<file path="src/source/sdram_params.svh">
`ifndef SDRAM_PARAMS_SVH
`define SDRAM_PARAMS_SVH

// Bus widths
`define SDRAM_COL_WIDTH         8
`define SDRAM_ROW_WIDTH         12
`define SDRAM_BANK_WIDTH        2
`define SDRAM_DATA_WIDTH        16

// Host address is bank, row and column packed together
`define SDRAM_ADDR_WIDTH        (`SDRAM_COL_WIDTH + `SDRAM_ROW_WIDTH + `SDRAM_BANK_WIDTH)

// Last count of each timed state (cycles minus one)
`define SDRAM_TRC               4
`define SDRAM_TRP               0
`define SDRAM_TMRD              1
`define SDRAM_TDPL              1

`define SDRAM_CAS_LATENCY       3'd2

// Power-up wait and refresh interval in cycles
`define SDRAM_INIT_WAIT         100
`define SDRAM_REFRESH_CYCLE     100

`define SDRAM_COUNT_WIDTH       16

`endif

</file>
<file path="src/source/sdram_addr_pkg.sv">
`include "sdram_params.svh"

package sdram_addr_pkg;

    typedef struct packed {
        logic [`SDRAM_BANK_WIDTH-1:0]   bank;
        logic [`SDRAM_ROW_WIDTH-1:0]    row;
        logic [`SDRAM_COL_WIDTH-1:0]    col;
    } sdram_host_addr_t;

    // Column access with A10 as the all-banks precharge bit
    typedef struct packed {
        logic [`SDRAM_ROW_WIDTH-12:0]   reserved;
        logic                           all_banks;
        logic [9-`SDRAM_COL_WIDTH:0]    pad;
        logic [`SDRAM_COL_WIDTH-1:0]    column;
    } sdram_col_view_t;

    // Mode register layout
    typedef struct packed {
        logic [`SDRAM_ROW_WIDTH-11:0]   reserved;
        logic                           write_burst;
        logic [1:0]                     op_mode;
        logic [2:0]                     cas_latency;
        logic                           burst_type;
        logic [2:0]                     burst_length;
    } sdram_mode_view_t;

    typedef union packed {
        logic [`SDRAM_ROW_WIDTH-1:0]    row;
        sdram_col_view_t                col;
        sdram_mode_view_t               mode;
    } sdram_abus_u;

endpackage

</file>
<file path="src/source/sdram_cmd_pkg.sv">
package sdram_cmd_pkg;

    typedef enum logic [3:0] {
        INIT,
        PALL,
        INIT_CBR_1,
        INIT_CBR_2,
        MRS,
        REFRESH_PALL,
        REFRESH,
        IDLE,
        WRITE,
        PRECHARGE_WAIT,
        READ,
        PRECHARGE
    } sdram_state_t;

    // Active-low patterns on {ras, cas, we}
    localparam logic [2:0] CMD_NOP       = 3'b111;
    localparam logic [2:0] CMD_ACTIVE    = 3'b011;
    localparam logic [2:0] CMD_READ      = 3'b101;
    localparam logic [2:0] CMD_WRITE     = 3'b100;
    localparam logic [2:0] CMD_PRECHARGE = 3'b010;
    localparam logic [2:0] CMD_REFRESH   = 3'b001;
    localparam logic [2:0] CMD_MODE      = 3'b000;

endpackage

</file>
<file path="src/source/sdram_command_encoder.sv">
`timescale 1ns/1ps
`include "sdram_params.svh"

module sdram_command_encoder (
    input  logic                                sdram_clock,
    input  logic                                sdram_reset,
    input  sdram_cmd_pkg::sdram_state_t         state,
    input  sdram_cmd_pkg::sdram_state_t         next_state,
    input  logic [`SDRAM_COUNT_WIDTH-1:0]       state_counter,
    input  logic [`SDRAM_COL_WIDTH-1:0]         access_counter,
    input  logic                                end_read_cmd,
    input  sdram_addr_pkg::sdram_host_addr_t    address,
    input  logic [`SDRAM_DATA_WIDTH-1:0]        data_in,
    output sdram_addr_pkg::sdram_abus_u         sdram_address,
    output logic                                sdram_cke,
    output logic                                sdram_cs,
    output logic                                sdram_ras,
    output logic                                sdram_cas,
    output logic                                sdram_we,
    output logic [`SDRAM_BANK_WIDTH-1:0]        sdram_ba,
    output logic [`SDRAM_DATA_WIDTH-1:0]        sdram_dq_out,
    output logic                                sdram_dq_io
);
    import sdram_cmd_pkg::*;

    logic send_cmd;

    // Timed states issue their command on the first cycle only
    assign send_cmd = (state_counter == '0);

    always_ff @(posedge sdram_clock or posedge sdram_reset) begin
        if (sdram_reset) begin
            sdram_address <= '0;
            sdram_cke     <= 1'b0;
            sdram_cs      <= 1'b1;
            sdram_ras     <= 1'b1;
            sdram_cas     <= 1'b1;
            sdram_we      <= 1'b1;
            sdram_ba      <= '0;
            sdram_dq_out  <= '0;
            sdram_dq_io   <= 1'b1;
        end else begin
            // NOP with the bus released unless a state says otherwise
            sdram_address <= '0;
            sdram_cke     <= 1'b1;
            sdram_cs      <= 1'b0;
            {sdram_ras, sdram_cas, sdram_we} <= CMD_NOP;
            sdram_ba      <= '0;
            sdram_dq_out  <= '0;
            sdram_dq_io   <= 1'b1;

            case (state)
                PALL, REFRESH_PALL, PRECHARGE: begin
                    sdram_address.col.all_banks <= 1'b1;
                    if (send_cmd)
                        {sdram_ras, sdram_cas, sdram_we} <= CMD_PRECHARGE;
                end
                INIT_CBR_1, INIT_CBR_2, REFRESH: begin
                    if (send_cmd)
                        {sdram_ras, sdram_cas, sdram_we} <= CMD_REFRESH;
                end
                MRS: begin
                    if (send_cmd) begin
                        // Burst length 1, sequential, burst write
                        sdram_address.mode.cas_latency <= `SDRAM_CAS_LATENCY;
                        {sdram_ras, sdram_cas, sdram_we} <= CMD_MODE;
                    end
                end
                IDLE: begin
                    // Open the row on the way out of IDLE
                    if ((next_state == WRITE) || (next_state == READ)) begin
                        sdram_address.row <= address.row;
                        sdram_ba          <= address.bank;
                        {sdram_ras, sdram_cas, sdram_we} <= CMD_ACTIVE;
                    end
                end
                WRITE: begin
                    sdram_address.col.column <= address.col + access_counter;
                    sdram_ba     <= address.bank;
                    {sdram_ras, sdram_cas, sdram_we} <= CMD_WRITE;
                    sdram_dq_out <= data_in;
                    sdram_dq_io  <= 1'b0;
                end
                READ: begin
                    if (!end_read_cmd) begin
                        sdram_address.col.column <= address.col + access_counter;
                        sdram_ba <= address.bank;
                        {sdram_ras, sdram_cas, sdram_we} <= CMD_READ;
                    end
                end
                default: begin
                    // INIT and PRECHARGE_WAIT hold NOP
                end
            endcase
        end
    end

endmodule

</file>
<file path="src/source/sdram_controller.sv">
`timescale 1ns/1ps
`include "sdram_params.svh"

module sdram_controller (
    input  logic                                sdram_clock,
    input  logic                                sdram_reset,
    input  sdram_addr_pkg::sdram_host_addr_t    address,
    input  logic [`SDRAM_COL_WIDTH-1:0]         access_num,
    input  logic [`SDRAM_DATA_WIDTH-1:0]        data_in,
    output logic [`SDRAM_DATA_WIDTH-1:0]        data_out,
    input  logic                                write_request,
    input  logic                                read_request,
    input  logic                                enable_refresh,
    output logic                                write_flag,
    output logic                                read_flag,
    output logic                                idle,
    output sdram_addr_pkg::sdram_abus_u         sdram_address,
    output logic                                sdram_cke,
    output logic                                sdram_cs,
    output logic                                sdram_ras,
    output logic                                sdram_cas,
    output logic                                sdram_we,
    output logic [`SDRAM_BANK_WIDTH-1:0]        sdram_ba,
    input  logic [`SDRAM_DATA_WIDTH-1:0]        sdram_dq_in,
    output logic [`SDRAM_DATA_WIDTH-1:0]        sdram_dq_out,
    output logic                                sdram_dq_io
);
    import sdram_cmd_pkg::*;

    sdram_state_t                   state;
    sdram_state_t                   next_state;
    logic [`SDRAM_COUNT_WIDTH-1:0]  state_counter;
    logic [`SDRAM_COL_WIDTH-1:0]    access_counter;
    logic                           end_read_cmd;
    logic                           refresh_due;

    // Read data passes straight through to the host
    assign data_out = sdram_dq_in;

    sdram_sequencer u_sequencer (
        .sdram_clock    (sdram_clock),
        .sdram_reset    (sdram_reset),
        .write_request  (write_request),
        .read_request   (read_request),
        .refresh_due    (refresh_due),
        .access_num     (access_num),
        .state          (state),
        .next_state     (next_state),
        .state_counter  (state_counter),
        .access_counter (access_counter),
        .end_read_cmd   (end_read_cmd),
        .write_flag     (write_flag),
        .read_flag      (read_flag),
        .idle           (idle)
    );

    sdram_refresh_timer u_refresh_timer (
        .sdram_clock    (sdram_clock),
        .sdram_reset    (sdram_reset),
        .enable_refresh (enable_refresh),
        .sdram_cs       (sdram_cs),
        .sdram_ras      (sdram_ras),
        .sdram_cas      (sdram_cas),
        .sdram_we       (sdram_we),
        .refresh_due    (refresh_due)
    );

    sdram_command_encoder u_command_encoder (
        .sdram_clock    (sdram_clock),
        .sdram_reset    (sdram_reset),
        .state          (state),
        .next_state     (next_state),
        .state_counter  (state_counter),
        .access_counter (access_counter),
        .end_read_cmd   (end_read_cmd),
        .address        (address),
        .data_in        (data_in),
        .sdram_address  (sdram_address),
        .sdram_cke      (sdram_cke),
        .sdram_cs       (sdram_cs),
        .sdram_ras      (sdram_ras),
        .sdram_cas      (sdram_cas),
        .sdram_we       (sdram_we),
        .sdram_ba       (sdram_ba),
        .sdram_dq_out   (sdram_dq_out),
        .sdram_dq_io    (sdram_dq_io)
    );

endmodule

</file>
<file path="src/source/sdram_refresh_timer.sv">
`timescale 1ns/1ps
`include "sdram_params.svh"

module sdram_refresh_timer (
    input  logic    sdram_clock,
    input  logic    sdram_reset,
    input  logic    enable_refresh,
    input  logic    sdram_cs,
    input  logic    sdram_ras,
    input  logic    sdram_cas,
    input  logic    sdram_we,
    output logic    refresh_due
);
    import sdram_cmd_pkg::*;

    logic [`SDRAM_COUNT_WIDTH-1:0] refresh_counter;
    logic                          refresh_seen;

    // Any refresh on the pins restarts the interval
    assign refresh_seen = !sdram_cs && ({sdram_ras, sdram_cas, sdram_we} == CMD_REFRESH);

    always_ff @(posedge sdram_clock or posedge sdram_reset) begin
        if (sdram_reset)
            refresh_counter <= '0;
        else if (refresh_seen)
            refresh_counter <= '0;
        else if (refresh_counter != `SDRAM_REFRESH_CYCLE)
            refresh_counter <= refresh_counter + 1'b1;
    end

    assign refresh_due = enable_refresh && (refresh_counter == `SDRAM_REFRESH_CYCLE);

endmodule

</file>
<file path="src/source/sdram_sequencer.sv">
`timescale 1ns/1ps
`include "sdram_params.svh"

module sdram_sequencer (
    input  logic                                sdram_clock,
    input  logic                                sdram_reset,
    input  logic                                write_request,
    input  logic                                read_request,
    input  logic                                refresh_due,
    input  logic [`SDRAM_COL_WIDTH-1:0]         access_num,
    output sdram_cmd_pkg::sdram_state_t         state,
    output sdram_cmd_pkg::sdram_state_t         next_state,
    output logic [`SDRAM_COUNT_WIDTH-1:0]       state_counter,
    output logic [`SDRAM_COL_WIDTH-1:0]         access_counter,
    output logic                                end_read_cmd,
    output logic                                write_flag,
    output logic                                read_flag,
    output logic                                idle
);
    import sdram_cmd_pkg::*;

    logic [`SDRAM_COL_WIDTH-1:0] read_counter;

    // Read commands stop once access_num columns are issued
    assign end_read_cmd = state_counter >= access_num;

    always_comb begin
        next_state = state;
        case (state)
            INIT: begin
                if (state_counter == `SDRAM_INIT_WAIT)
                    next_state = PALL;
            end
            PALL: begin
                if (state_counter == `SDRAM_TRP)
                    next_state = INIT_CBR_1;
            end
            INIT_CBR_1: begin
                if (state_counter == `SDRAM_TRC)
                    next_state = INIT_CBR_2;
            end
            INIT_CBR_2: begin
                if (state_counter == `SDRAM_TRC)
                    next_state = MRS;
            end
            MRS: begin
                if (state_counter == `SDRAM_TMRD)
                    next_state = IDLE;
            end
            REFRESH_PALL: begin
                if (state_counter == `SDRAM_TRP)
                    next_state = REFRESH;
            end
            REFRESH: begin
                if (state_counter == `SDRAM_TRC)
                    next_state = IDLE;
            end
            IDLE: begin
                // Write before read before refresh
                if (write_request)
                    next_state = WRITE;
                else if (read_request)
                    next_state = READ;
                else if (refresh_due)
                    next_state = REFRESH_PALL;
            end
            WRITE: begin
                if (access_counter == access_num - 1'b1)
                    next_state = PRECHARGE_WAIT;
            end
            PRECHARGE_WAIT: begin
                if (state_counter == `SDRAM_TDPL)
                    next_state = PRECHARGE;
            end
            READ: begin
                if (end_read_cmd && (read_counter == access_num))
                    next_state = PRECHARGE;
            end
            PRECHARGE: begin
                if (state_counter == `SDRAM_TRP)
                    next_state = IDLE;
            end
            default: begin
                next_state = INIT;
            end
        endcase
    end

    always_ff @(posedge sdram_clock or posedge sdram_reset) begin
        if (sdram_reset)
            state <= INIT;
        else
            state <= next_state;
    end

    // Cleared on every state change
    always_ff @(posedge sdram_clock or posedge sdram_reset) begin
        if (sdram_reset)
            state_counter <= '0;
        else if (next_state != state)
            state_counter <= '0;
        else
            state_counter <= state_counter + 1'b1;
    end

    always_ff @(posedge sdram_clock or posedge sdram_reset) begin
        if (sdram_reset)
            access_counter <= '0;
        else if ((state == WRITE) || (state == READ))
            access_counter <= access_counter + 1'b1;
        else
            access_counter <= '0;
    end

    // Words returned after the CAS latency
    always_ff @(posedge sdram_clock or posedge sdram_reset) begin
        if (sdram_reset)
            read_counter <= '0;
        else if (state != READ)
            read_counter <= '0;
        else if (state_counter <= `SDRAM_CAS_LATENCY)
            read_counter <= '0;
        else if (read_counter != access_num)
            read_counter <= read_counter + 1'b1;
    end

    assign idle       = (state == IDLE);
    assign write_flag = (state == WRITE);
    assign read_flag  = (state == READ) && (next_state == READ)
                        && (state_counter > `SDRAM_CAS_LATENCY);

endmodule

</file>
<file path="config.mk">
export PLATFORM = sky130hd
export DESIGN_NAME = sdram_controller
export DESIGN_NICKNAME = d
export VERILOG_FILES = /design/src/source/sdram_addr_pkg.sv /design/src/source/sdram_cmd_pkg.sv /design/src/source/sdram_command_encoder.sv /design/src/source/sdram_controller.sv /design/src/source/sdram_refresh_timer.sv /design/src/source/sdram_sequencer.sv
export VERILOG_INCLUDE_DIRS = /design/src /design/src/source
export SDC_FILE = /design/constraint.sdc
export NUM_CORES = 1
export LEC_CHECK = 0
export ABC_AREA = 1
export BUFFER_PORTS_ARGS = -buffer_cell sky130_fd_sc_hd__buf_4
export CAP_MARGIN = 20
export CORE_ASPECT_RATIO = 2
export CORE_MARGIN = 10
export CORE_UTILIZATION = 40
export DETAILED_ROUTE_END_ITERATION = 10
export PLACE_DENSITY = 0.59
export SYNTH_ARGS = -nofsm -noshare
export SYNTH_HDL_FRONTEND = slang
export SYNTH_HIERARCHICAL = 1
export SYNTH_SLANG_ARGS = --single-unit
</file>
<file path="constraint.sdc">
create_clock -name sdram_clock -period 2.4 [get_ports sdram_clock]
set_clock_uncertainty 0.05 [all_clocks]
set_input_delay 0.12 -clock sdram_clock [delete_from_list [all_inputs] [get_ports sdram_clock]]
set_output_delay 0.12 -clock sdram_clock [all_outputs]
set_load 0.05 [all_outputs]
</file>
### Word level (Yosys, flattened, before mapping)

Cells that the tools add are included.
W data, S select, Z words.

* output and inout port bits: 55
* register bits after elaboration: 88

* order comparisons: 3
* equal/unequal tests: 24
* add/subtract/negate cells: 6
* reduce and logical (&&, ||, !) cells: 16
* muxes and demuxes: 42

Operator list (count)
* $mux W16: 4
* $mux W4: 14
* $pmux W4 S12: 1
* $mux W8: 5
* $add A16 B1 Y16 const B: 2
* $eq A16 B7 Y1 const B: 2
* $eq A4 B4 Y1 const B: 6
* $add A8 B1 Y8 const B: 2
* $eq A16 B1 Y1 const B: 1
* $eq A16 B3 Y1 const B: 1
* $eq A4 B3 Y1 const B: 4
* $eq A8 B8 Y1: 2
* $ge A16 B8 Y1: 1
* $gt A16 B2 Y1 const B: 1
* $le A16 B2 Y1 const B: 1
* $logic_not A16 Y1: 1
* $ne A16 B7 Y1 const B: 1
* $mux W12: 1
* $pmux W3 S4: 1
* $pmux W4 S3: 1
* $add A8 B8 Y8: 1
* $eq A4 B2 Y1 const B: 2
* $mux W2: 4
* $ne A8 B8 Y1: 1
* 18 further kinds: 31

### Longest topological paths before layout

Gate-level depths: netlist (run 1).

* depth after elaboration: 10
* depth in mapped cells: 19

### Hierarchy

Netlist (run 1), hierarchy kept.

By module, submodules not included
* sdram_sequencer: sequential area each 900.9 um^2, times used 1, area an instance 2825.2 um^2, cells each 385
* sdram_command_encoder: sequential area each 907.1 um^2, times used 1, area an instance 1815.5 um^2, cells each 207
* sdram_refresh_timer: sequential area each 400.4 um^2, times used 1, area an instance 987.2 um^2, cells each 144
* sdram_controller: sequential area each 0.0 um^2, times used 1, area an instance 120.1 um^2, cells each 16

### Worst setup path after synthesis (run 1)

OpenSTA, ideal clock, no wires.

* kind: register -> register
* start point: register u_sequencer.state[2]
* end point: register u_command_encoder/sdram_address[5] (netlist bit)
* arrival time: 2.145 ns
* clock period less this slack: 2.313 ns
* stages on the path, launching flop included: 17
* library setup time: 0.118 ns
* slack: 0.087 ns
* path buffers: 0
* cell sequence: dfrtp_1 inv_2 nand2_1 nor2_2 nand3_1 nor2_1 nand3_1 nor2_1 nand2_1 nand3_2 nor2_1 nand4_4 clkinv_2 nand2_1 nand2_1 inv_1 nand2_1

* elaborated cells between the ends (all ways): 32
* classes of those cells: eq/ne (13); mux (17); reduce/logical (2)

RTL lines
* start, declared: RTL line sdram_sequencer.sv:11 `output sdram_cmd_pkg::sdram_state_t state,`
* start signal, assigned: RTL line sdram_sequencer.sv:93 `state <= next_state;`
* $eq A4 B4 Y1 (*)
* net write_flag: RTL line sdram_controller.sv:14 `output logic write_flag,`
* $pmux W4 S12 (*): RTL line sdram_sequencer.sv:29 `case (state)`
* net next_state[0]: RTL line sdram_controller.sv:31 `sdram_state_t next_state;`
* $eq A4 B4 Y1: RTL line sdram_command_encoder.sv:71 `if ((next_state == WRITE) || (next_state == READ)) begin`
* $logic_or A1 B1 Y1 (*): RTL line sdram_command_encoder.sv:71
* $mux W12 (*): RTL line sdram_command_encoder.sv:71
* $pmux W3 S4 (*): RTL line sdram_command_encoder.sv:52 `case (state)`
* end, declared: RTL line sdram_command_encoder.sv:14 `output sdram_addr_pkg::sdram_abus_u sdram_address,`

Mark *: on every way through the listed nets, which the timed path passes. The rest lies on a longest branch.
A chain may end at the register's enable or synchronous reset.

### Worst setup path after layout (run 1)

* start point: register u_sequencer.state_counter[1]
* end point: output read_flag

* word-level cells in the longest chain between the ends: 7
* elaborated cells between the ends (all ways): 21
* classes of those cells: order compare (2); eq/ne (4); mux (11); reduce/logical (4)

Ends and longest elaborated chain
* start, declared: RTL line sdram_sequencer.sv:13 `` output logic [`SDRAM_COUNT_WIDTH-1:0] state_counter, ``
* start signal, assigned: RTL line sdram_sequencer.sv:103 `state_counter <= state_counter + 1'b1;`
* $ge A16 B8 Y1: RTL line sdram_sequencer.sv:25 `assign end_read_cmd = state_counter >= access_num;`
* $logic_and A1 B1 Y1: RTL line sdram_sequencer.sv:76 `if (end_read_cmd && (read_counter == access_num))`
* $mux W4: RTL line sdram_sequencer.sv:76
* $pmux W4 S12 (*): RTL line sdram_sequencer.sv:29
* net next_state[0]: RTL line sdram_controller.sv:31
* $eq A4 B4 Y1 (*): RTL line sdram_sequencer.sv:129 `assign read_flag = (state == READ) && (next_state == READ)`
* $logic_and A1 B1 Y1 (*) (2 in a row): RTL line sdram_sequencer.sv:129
* end, declared: RTL line sdram_controller.sv:15 `output logic read_flag,`

Marked as above.

==> results.toml, run 1 <==
[floorplan]
die_w_um = 104.8
dieHeight_um = 189.5
core_area_um2 = 14270
rows = 62
die_area_um2 = 19860
boundaryPins = 122
start_util_pct = 40.27

[placement]
dpl_worst_slack_ns = 0.1470
gp_congestion = 0.8745
dpl.hpwl_mm = 12.83
portBuffers = 89
dp.cells = 1040

[synthesis]
syn_nets = 844
avgSynthCellArea_um2 = 7.644
syn-cell-area_um2 = 5748
synth_cell_types = 40
ys_seq_elements = 88
netlist_instances = 752
yosysTopAreaCell = "dfrtp_1"
ys_warn_count = 6
yosysTopAreaCellShare_pct = 36.13
ys_top_cells_by_area = "dfrtp_1 36%, nand2_1 10%, nor2_1 7.3%"
ys_seq_area_share_pct = 38.42

[worst_hold_path]
hold_depth = 5
min_from = "address[13]"
min_to = "u_command_encoder/sdram_address[5]$_DFF_PP0_"
worstHoldPathType = "primary input to register"

[critical_path]
crit_slowest_cell = "dfrtp_2"
worstPathMaxFanout = 4
critical_path_depth = 12
crit_required_ns = 2.23
startpoint_type = "register"
critPathCaptureType = "output port"
slowest_delay_ns = 0.44
reg2reg_depth = 16
r2r-end = "u_sequencer/state_counter[1]$_DFF_PP0_"
r2r_start = "u_refresh_timer/refresh_counter[0]$_DFFE_PP0P_"
critPathArrivalTime_ns = 2.11
path_buf_inv = 4
critPathMostFrequentCell = "nand3_2"
crit_chain = "inv_2, ha_2, nand3_2, inv_2, nand3_2, nand2_2, nand3_2, nor2_2, nand3_2, buf_4, nor2_2, buf_6"
reg2reg_slack_ns = 0.19
cp_top_family = "simple AND/OR/NAND/NOR gates"
worstSetupPathType = "register to output port"

[timing]
slew_headroom_pct = 55.69
tightestPinTransition_ns = 0.6640
fmax_mhz = 438.4
slew_viol_final = 0
hold_violations = 0
post-route-min-period_ns = 2.281
setup_viol = 0
period_share_pct = 95.04
setup_ws_ns = 0.1190

[cells_and_area]
num-fill-cells = 1430
multiInputGateArea_um2 = 3043
drive_above_1_share_pct = 28.08
diodes = 0
stdcell_count = 1100
final_common_cell = "nand2_1"
layout_common_cells = "156 x nand2_1, 125 x buf_4, 109 x nor2_1, 94 x inv_1, 76 x dfrtp_1"
area_growth_syn_to_layout_pct = 30.56
seqCellArea_um2 = 2217
fin_nets = 995

[clock_tree]
clkLatencyLatePin_ns = 0.35
h-tree-depth = 3
cts.path.max_buffers = 2
path_clk_slew_ns = 0.06
root_buffer = "clkbuf_16"
cts.sinks = 88
numCtsBuffers = 9
cts_tree = "done"

[global_routing]
grt_max_degree = 37
grt_pass1_vias = 5283
grt_first_pass_wirelength_mm = 25.67
antenna_found_initial = 0
grt-ovfl-total = 0
gr-usage-all-layers_pct = 16.06

[outcome]
outcome = "finished, final reports clean"

[detailed_routing]
drc = 0
wl_mm = 16.20
wl_per_cell_um = 14.73
ant_nets = 0
vias = 5219
vias_per_cell = 4.745
drt_first_pass_iters = 4
dr.first_iter.drc_count = 196

[flow_run]
max_cap_violations = 0

[power]
powerDensity_nw_per_um2 = 413.5
ir_drop_uv = 314.8
p_leak_nw = 3.783
[registers in the layout, summed over array words and instances (netlist names)]
| name | cells |
|---|---|
| u_command_encoder/sdram_cke | 1 |
| u_command_encoder/sdram_address | 12 |
| u_command_encoder/sdram_dq_io | 1 |
| u_command_encoder/sdram_cas | 1 |
| u_sequencer/access_counter | 8 |
| u_command_encoder/sdram_we | 1 |
| u_command_encoder/sdram_dq_out | 16 |
| u_sequencer/state | 4 |
| u_command_encoder/sdram_cs | 1 |
| u_sequencer/read_counter | 8 |
| u_sequencer/state_counter | 16 |
| u_refresh_timer/refresh_counter | 16 |
| u_command_encoder/sdram_ba | 2 |
| u_command_encoder/sdram_ras | 1 |
[tightest hold or removal path, stage by stage]
cell	delay (ns)
buf_4	0.08
nand2_1	0.04
nand2_1	0.05
inv_1	0.03
nand2_1	0.05
[kinds of logic after synthesis]
logic type,count (synthesis),share of synthesized area [%]
AOI/OAI and AO/OA,52,5.159
adders and majority gates,25,5.573
and+or+nand+nor,425,36.26
other,2,0.1307
buffers and inverters,133,10.34
xor gates and xnor gates,27,4.114
DFF,88,38.42
[final cells by class]
class | instances | share of cell area [%]
sequential | 88 | 29.54
clock inverter | 4 | 0.3835
timing repair buffer | 158 | 17.19
clock buffer | 12 | 3.418
tap | 192 | 3.201
multi-input combinational | 532 | 40.55
inverter | 114 | 5.719
[power by group]
part           total, mW  switching (mW)  internal, mW
registers           1.49        0.000742          1.49
clock network       1.37           0.607         0.759
logic              0.251           0.127         0.124
total               3.10           0.735          2.37
[timing repair]
item                                   CTS  global route
pin swaps                                1             3
setup endpoints to repair                1            17
gates cloned                             0             1
resized for setup                        1            27
setup buffers                            2            11
hold buffers                            30             0
endpoints found under the hold margin   91             0
[worst max path at each step]
stage | start | endpoint | slack, ns
floorplan | u_sequencer/state[2]$_DFF_PP0_ | u_command_encoder/sdram_address[5]$_DFF_PP0_ | 0.09
global placement | u_sequencer/state[1]$_DFF_PP0_ | u_command_encoder/sdram_address[5]$_DFF_PP0_ | 0.15
detailed placement | u_refresh_timer/refresh_counter[0]$_DFFE_PP0P_ | u_sequencer/state_counter[1]$_DFF_PP0_ | 0.15
CTS | u_sequencer/state_counter[0]$_DFF_PP0_ | read_flag | 0.03
global route | u_sequencer/state_counter[2]$_DFF_PP0_ | read_flag | -0.02
finish | u_sequencer/state_counter[1]$_DFF_PP0_ | read_flag | 0.12
[stage by stage]
| stage | instance area [um^2] | util [%] | total power, mW | hold slack, ns | setup TNS [ns] |
|---|---|---|---|---|---|
| after detailed placement | 6711 | 47.02 | 1.722 | 0.1851 | 0 |
| after floorplan | 5748 | - | 1.684 | -0.01626 | 0 |
| after CTS | 7316 | 51.25 | 3.151 | 0.001988 | 0 |
| after global routing | 7505 | 52.58 | 3.237 | 0.02685 | -0.02224 |
| after global placement | 6711 | 47.02 | 1.721 | 0.1819 | 0 |
| final | 7505 | 52.58 | 3.103 | 0.01283 | 0 |
[routing by layer]
layer	vias up	track usage (%)	share of wire (%)
met2	109	32.36	60
met1	2433	14.17	34
met4	0	8.227	3.0
met5	-	0	0
met3	24	3.456	3.5
li1	2653	-	-
[Yosys cell counts, drive strengths merged]
| cell type | number |
|---|---|
| a21oi | 25 |
| a31oi | 1 |
| and2 | 1 |
| and3 | 2 |
| buf | 19 |
| clkinv | 1 |
| conb | 2 |
| dfrtp | 83 |
| dfstp | 5 |
| fa | 1 |
| ha | 24 |
| inv | 113 |
| nand2 | 168 |
| nand3 | 59 |
| nand3b | 5 |
| nand4 | 21 |
| nor2 | 149 |
| nor3 | 13 |
| nor3b | 2 |
| nor4 | 1 |
| o21a | 1 |
| o21ai | 22 |
| o21bai | 1 |
| o31ai | 2 |
| or2 | 4 |
| xnor2 | 5 |
| xor2 | 22 |
Power figures use the tool's default switching activity.
==> run 2: changes to the inputs <==
--- a/config.mk
+++ b/config.mk
@@ -6,7 +6,7 @@
 export SDC_FILE = /design/constraint.sdc
 export NUM_CORES = 1
 export LEC_CHECK = 0
-export ABC_AREA = 1
+export ABC_AREA = 0
 export BUFFER_PORTS_ARGS = -buffer_cell sky130_fd_sc_hd__buf_4
 export CAP_MARGIN = 20
 export CORE_ASPECT_RATIO = 2
==> results.toml, run 2 <==
[outcome]
outcome = "complete, but fails checks"
violations = "negative setup slack"

[timing]
setup_ws_ns = -0.5411
slew_headroom_pct = 58.47
slew_viol_final = 0
period_share_pct = 122.5
post-route-min-period_ns = 2.941
hold_violations = 0
tightestPinTransition_ns = 0.6222
rsz0062_at_grt = "yes"
setup_viol = 32
fmax_mhz = 340.0

[synthesis]
synth_edf_count = 0
async_flop_share_pct = 100.0
synth_cell_types = 67
synth_flop_cell = "dfrtp_1"
yosysTopAreaCellShare_pct = 38.75
synth-compound-area-share_pct = 9.500
ys_seq_elements = 88
ys_seq_area_share_pct = 41.20
syn-cell-area_um2 = 5360
synth.most_common_cell = "dfrtp_1"
avgSynthCellArea_um2 = 10.15
yosys-top-cells-count = "83 x dfrtp_1, 48 x nor2_1, 38 x xor2_1"
synthAdderAreaFrac_pct = 5.976
ys_top_cells_by_area = "dfrtp_1 39%, xor2_1 6.2%, ha_1 5.6%"
yosys.area_share.xor_xnor_pct = 10.29
synth_top_family_by_area = "simple AND/OR/NAND/NOR gates"
ys_warn_count = 6
yosys-mux-area-fraction_pct = 0.7470
syn_nets = 620
synth-simple-area-share_pct = 26.07
netlist_instances = 528
yosysTopAreaCell = "dfrtp_1"

[floorplan]
die_area_um2 = 18710
rows = 59
boundaryPins = 122
start_util_pct = 41.02
die_w_um = 101.9
core_area_um2 = 13070
dieHeight_um = 183.7

[critical_path]
reg2reg_slack_ns = -0.54
startpoint_type = "register"
critPathCaptureType = "register"
worstPathMaxFanout = 6
crit_required_ns = 2.63
worstSetupPathType = "register to register"
critPathArrivalTime_ns = 3.17

[placement]
placed_area_um2 = 6834
dpl.hpwl_mm = 11.76
dp.cells = 839
gp_congestion = 0.8637
portBuffers = 89

[global_routing]
grt_pass1_vias = 5067
grt_max_degree = 37
gr-usage-all-layers_pct = 16.68
grt_first_pass_wirelength_mm = 24.58
grt-ovfl-total = 0
antenna_found_initial = 1

[flow_run]
max_cap_violations = 0

[power]
ir_drop_uv = 619.3
p_leak_nw = 3.710
seq_power_share_pct = 29.7
combPwrFrac_pct = 48.2
powerDensity_nw_per_um2 = 835.6
clock_power_share_pct = 22.1
swShare_pct = 38.43
p_int_mw = 3.953
p_switching_mw = 2.467

[detailed_routing]
ant_nets = 0
wl_mm = 15.19
drt-met1-wl_mm = 5.195
wl_per_cell_um = 16.99
dr.first_iter.drc_count = 143
vias = 4610
wl_met3_um = 538
drc = 0
dr.max_layer_used = "met4"
drt_first_pass_iters = 4
route.met2.wl_mm = 8.794
vias_per_cell = 5.157

[cells_and_area]
final_common_cell = "buf_4"
final_cell_area_um2 = 7682
stdcell_count = 894
largestRegisters = "u_command_encoder/sdram_dq_out (16), u_refresh_timer/refresh_counter (16), u_sequencer/state_counter (16)"
area_growth_syn_to_layout_pct = 43.32
num-fill-cells = 1142
fin_nets = 828
drive_above_1_share_pct = 38.33
layout_common_cells = "188 x buf_4, 81 x dfrtp_1, 47 x nor2_1, 37 x xor2_1, 29 x dlygate4sd3_1"

[clock_tree]
numCtsBuffers = 9
h-tree-depth = 3
root_buffer = "clkbuf_16"
cts.sinks = 88
cts.path.max_buffers = 2
cts_tree = "done"
path_clk_slew_ns = 0.06
clkLatencyLatePin_ns = 0.35

[worst_hold_path]
worstHoldPathType = "primary input to register"
-- run 2: cell count changes after synthesis, moves of 11 or more --
cell,delta
xor2_1,+16
a21oi_1,-11
nor2_1,-64
nand3_1,-37
inv_1,-72
and2_1,+20
nand2_1,-128
nor2_4,-22
nor3b_2,+13
inv_2,-15
xnor2_1,+20
nor2_2,-13
-- run 2: worst paths after layout --
| check | start | endpoint | cells past startpoint |
|---|---|---|---|
| min in group asynchronous | sdram_reset | u_command_encoder/sdram_address[5]$_DFF_PP0_ | 3 |
| max | u_sequencer/state_counter[5]$_DFF_PP0_ | u_command_encoder/sdram_address[7]$_DFF_PP0_ | 12 |
| min | address[13] | u_command_encoder/sdram_address[5]$_DFF_PP0_ | 3 |
| max reg2reg | u_sequencer/state_counter[5]$_DFF_PP0_ | u_command_encoder/sdram_address[7]$_DFF_PP0_ | 12 |
| max in group asynchronous | sdram_reset | u_command_encoder/sdram_dq_out[9]$_DFF_PP0_ | 4 |
| min reg2reg | u_refresh_timer/refresh_counter[15]$_DFFE_PP0P_ | u_refresh_timer/refresh_counter[15]$_DFFE_PP0P_ | 2 |
-- run 2: cell type report --
| cell class | count | area, um^2 | area share (%) |
|---|---|---|---|
| timing repair buffer | 228 | 1856 | 24.15 |
| antenna | 1 | 2.502 | 0.03257 |
| clock buffer | 9 | 225.2 | 2.932 |
| clock inverter | 7 | 71.32 | 0.9283 |
| tap | 152 | 190.2 | 2.476 |
| sequential | 88 | 2211 | 28.78 |
| inverter | 26 | 100.1 | 1.303 |
| multi-input combinational | 383 | 3027 | 39.40 |
-- run 2: layer usage --
metal,GRT usage (%),vias to the layer above
met2,31.83,92
met5,0,-
met3,3.426,42
met4,8.683,0
li1,-,2250
met1,15.94,2226
-- run 2: critical path, stage by stage (launching register included) --
cell	delay, ns
dfrtp_1	0.43
ha_4	0.23
a21o_1	0.17
a21o_1	0.18
a211o_1	0.27
a21oi_2	0.15
nor3_2	0.07
or4_4	0.42
and4bb_1	0.30
nor3b_4	0.23
buf_6	0.14
buf_12	0.10
a22o_1	0.13
-- run 2: timing repair --
item                                    4_1_cts  5_1_grt
cloned                                        1        1
endpoints found under the setup margin       32       33
pin swaps                                    16       12
hold buffers                                 29        0
setup buffers                                12        5
endpoints found under the hold margin        85        0
resized for setup                            13       25
-- run 2: cells by family after synthesis --
| logic type | Yosys count |
|---|---|
| and+or+nand+nor | 223 |
| DFF | 88 |
| buffers and inverters | 57 |
| xor gates and xnor gates | 63 |
| muxes | 4 |
| AOI/OAI and AO/OA | 66 |
| adders and majority gates | 25 |
| other | 2 |
-- run 2: power by group through the flow --
stage	Combinational, mW	Sequential, mW	Clock, mW
after floorplan	1.35	2.42	0
after global placement	2.82	1.92	0
after detailed placement	2.86	1.93	0
after CTS	2.95	1.91	1.46
after global routing	3.33	1.94	1.51
final	3.09	1.91	1.42
-- run 2: stage by stage --
| step | total power [mW] | hold slack, ns | setup TNS (ns) | setup slack, ns | util, % |
|---|---|---|---|---|---|
| detailed placement | 4.794 | 0.1246 | -15.54 | -0.5620 | 52.30 |
| CTS | 6.314 | 0.05002 | -15.43 | -0.5122 | 58.16 |
| floorplan | 3.768 | -0.01626 | -12.93 | -0.4877 | - |
| global route | 6.779 | 0.05899 | -18.23 | -0.6396 | 58.80 |
| global placement | 4.739 | 0.1131 | -14.48 | -0.5020 | 52.30 |
| finish | 6.419 | 0.06259 | -14.26 | -0.5411 | 58.80 |
==> run 3: changes to the inputs <==
--- a/config.mk
+++ b/config.mk
@@ -9,11 +9,11 @@
 export ABC_AREA = 0
 export BUFFER_PORTS_ARGS = -buffer_cell sky130_fd_sc_hd__buf_4
 export CAP_MARGIN = 20
-export CORE_ASPECT_RATIO = 2
+export CORE_ASPECT_RATIO = 1.2
 export CORE_MARGIN = 10
 export CORE_UTILIZATION = 40
 export DETAILED_ROUTE_END_ITERATION = 10
-export PLACE_DENSITY = 0.59
+export PLACE_DENSITY = 0.61
 export SYNTH_ARGS = -nofsm -noshare
 export SYNTH_HDL_FRONTEND = slang
 export SYNTH_HIERARCHICAL = 1
==> constraint.sdc (replaced) <==
create_clock -name sdram_clock -period 2.5 [get_ports sdram_clock]
set_clock_uncertainty 0.05 [all_clocks]
set_input_delay 0.125 -clock sdram_clock [delete_from_list [all_inputs] [get_ports sdram_clock]]
set_output_delay 0.125 -clock sdram_clock [all_outputs]
set_load 0.05 [all_outputs]
==> results.toml, run 3 (synthesis results as in run 2) <==
[power]
ir_drop_uv = 410.9
p_leak_nw = 3.690
powerDensity_nw_per_um2 = 822.6

[detailed_routing]
vias_per_cell = 5.072
ant_nets = 0
wl_per_cell_um = 15.78
wl_mm = 14.25
dr.first_iter.drc_count = 213
drt_first_pass_iters = 5
drc = 0
vias = 4580

[timing]
slew_viol_final = 0
hold_violations = 0
setup_ws_ns = -0.4541
tightestPinTransition_ns = 0.8931
finalHoldWorstSlack_ns = 0.04160
post-route-min-period_ns = 2.954
slew_headroom_pct = 40.39
fmax_mhz = 338.5
setup_viol = 32
setup_tns_ns = -12.62
rsz0062_at_grt = "yes"
period_share_pct = 118.2

[clock_tree]
cts_tree = "done"
clkLatencyLatePin_ns = 0.34
path_clk_slew_ns = 0.07
numCtsBuffers = 9
cts.path.max_buffers = 2
cts.sinks = 88
h-tree-depth = 3
root_buffer = "clkbuf_16"

[placement]
gp_congestion = 0.9012
placed_area_um2 = 6774
portBuffers = 89
dp.cells = 846
dpl.hpwl_mm = 10.61

[floorplan]
core_area_um2 = 13180
dieHeight_um = 146.8
die_area_um2 = 18450
start_util_pct = 40.67
die_w_um = 125.7
rows = 46
boundaryPins = 122

[cells_and_area]
seqCellArea_um2 = 2211
num-fill-cells = 1123
final_common_cell = "buf_4"
stdcell_count = 903
multiInputGateArea_um2 = 2972
layout_common_cells = "187 x buf_4, 81 x dfrtp_1, 47 x nor2_1, 37 x xor2_1, 29 x dlygate4sd3_1"
largestRegisters = "u_command_encoder/sdram_dq_out (16), u_refresh_timer/refresh_counter (16), u_sequencer/state_counter (16)"
post-route-util_pct = 57.81
fin_nets = 822
final_cell_area_um2 = 7620
drive_above_1_share_pct = 36.73
area_growth_syn_to_layout_pct = 42.16
diodes = 0

[critical_path]
worstPathMaxFanout = 8
slowest_delay_ns = 0.52
crit_required_ns = 2.71
critPathLaunch = "u_refresh_timer/refresh_counter[0]$_DFFE_PP0P_"
reg2reg_slack_ns = -0.45
crit_chain = "inv_2, ha_4, nor3b_2, and4_1, and2_4, nor2b_4, o21ai_2, a22o_1, or4_4, xor2_4, a211oi_4, buf_6, buf_12, nor3b_4"
critPathArrivalTime_ns = 3.17
crit_slowest_cell = "or4_4"
worstSetupPathType = "register to register"
startpoint_type = "register"
r2r_start = "u_refresh_timer/refresh_counter[0]$_DFFE_PP0P_"
critPathCaptureType = "register"

[outcome]
outcome = "complete, but fails checks"
violations = "negative setup slack"

[global_routing]
grt-ovfl-total = 0
grt_first_pass_wirelength_mm = 23.93
gr-usage-all-layers_pct = 15.39
antenna_found_initial = 0
grt_pass1_vias = 4937
grt_max_degree = 37

[worst_hold_path]
min_from = "address[13]"
worstHoldPathType = "primary input to register"

[flow_run]
max_cap_violations = 0
## run 3: cell types whose count changed in the layout (fill, tap and decap cells not counted), sizes merged
cell / before / now
buf: 199 / 193
clkinvlp: 3 / 1
bufinv: 1 / 2
clkinv: 2 / 3
diode: 1 / 0
## run 3: through the flow
step / worst slack [ns] / total power [mW]
floorplan: -0.3877 / 3.617
CTS: -0.4009 / 6.250
finish: -0.4541 / 6.268
global route: -0.5958 / 6.616
global placement: -0.3780 / 4.458
detailed placement: -0.4343 / 4.513
## run 3: worst max-delay path: cells and delay by family (launching register included)
| family | cells | cell delay (ns) |
|---|---|---|
| xor gates and xnor gates | 1 | 0.18 |
| DFF | 1 | 0.39 |
| and+or+nand+nor | 6 | 1.32 |
| adders and majority gates | 1 | 0.13 |
| buffers and inverters | 3 | 0.37 |
| AOI/OAI and AO/OA | 3 | 0.43 |
## run 3: worst paths after layout
check                           depth (start not counted)                                        endpoint
worst max-delay path                                   14         u_sequencer/state_counter[11]$_DFF_PP0_
worst min-delay path                                    3    u_command_encoder/sdram_address[5]$_DFF_PP0_
worst max register to register                         14         u_sequencer/state_counter[11]$_DFF_PP0_
worst min register to register                          2         u_sequencer/read_counter[7]$_DFFE_PP0P_
max in group asynchronous                               4    u_command_encoder/sdram_address[0]$_DFF_PP0_
min in group asynchronous                               3  u_refresh_timer/refresh_counter[0]$_DFFE_PP0P_
## run 3: layout make-up
type | instances | area share [%]
Clock inverter | 7 | 1.379
Clock buffer | 9 | 2.956
Timing Repair Buffer | 222 | 23.61
Inverter | 26 | 1.281
Sequential cell | 88 | 29.01
Multi-Input combinational cell | 383 | 39.00
Tap cell | 168 | 2.759
## run 3: timing repair
item                                    4_1_cts  5_1_grt
pin swaps                                    11        7
hold buffers                                 29        0
cloned                                        1        0
endpoints found under the setup margin       32       32
setup buffers                                 7        5
resized for setup                            11       11
endpoints found under the hold margin        97        0
## run 3: metal layers
layer  vias up  global-route usage, %  share of wire (%)
met5         -                      0                  0
li1       2232                      -                  -
met4         0                  4.325                1.2
met1      2230                  17.80                 42
met2       101                  27.27                 53
met3        17                  3.924                4.5
## run 3: power by group
group	total [mW]	internal [mW]	switching [mW]
combinational	2.96	1.34	1.61
sequential	1.83	1.68	0.157
clock	1.48	0.888	0.592
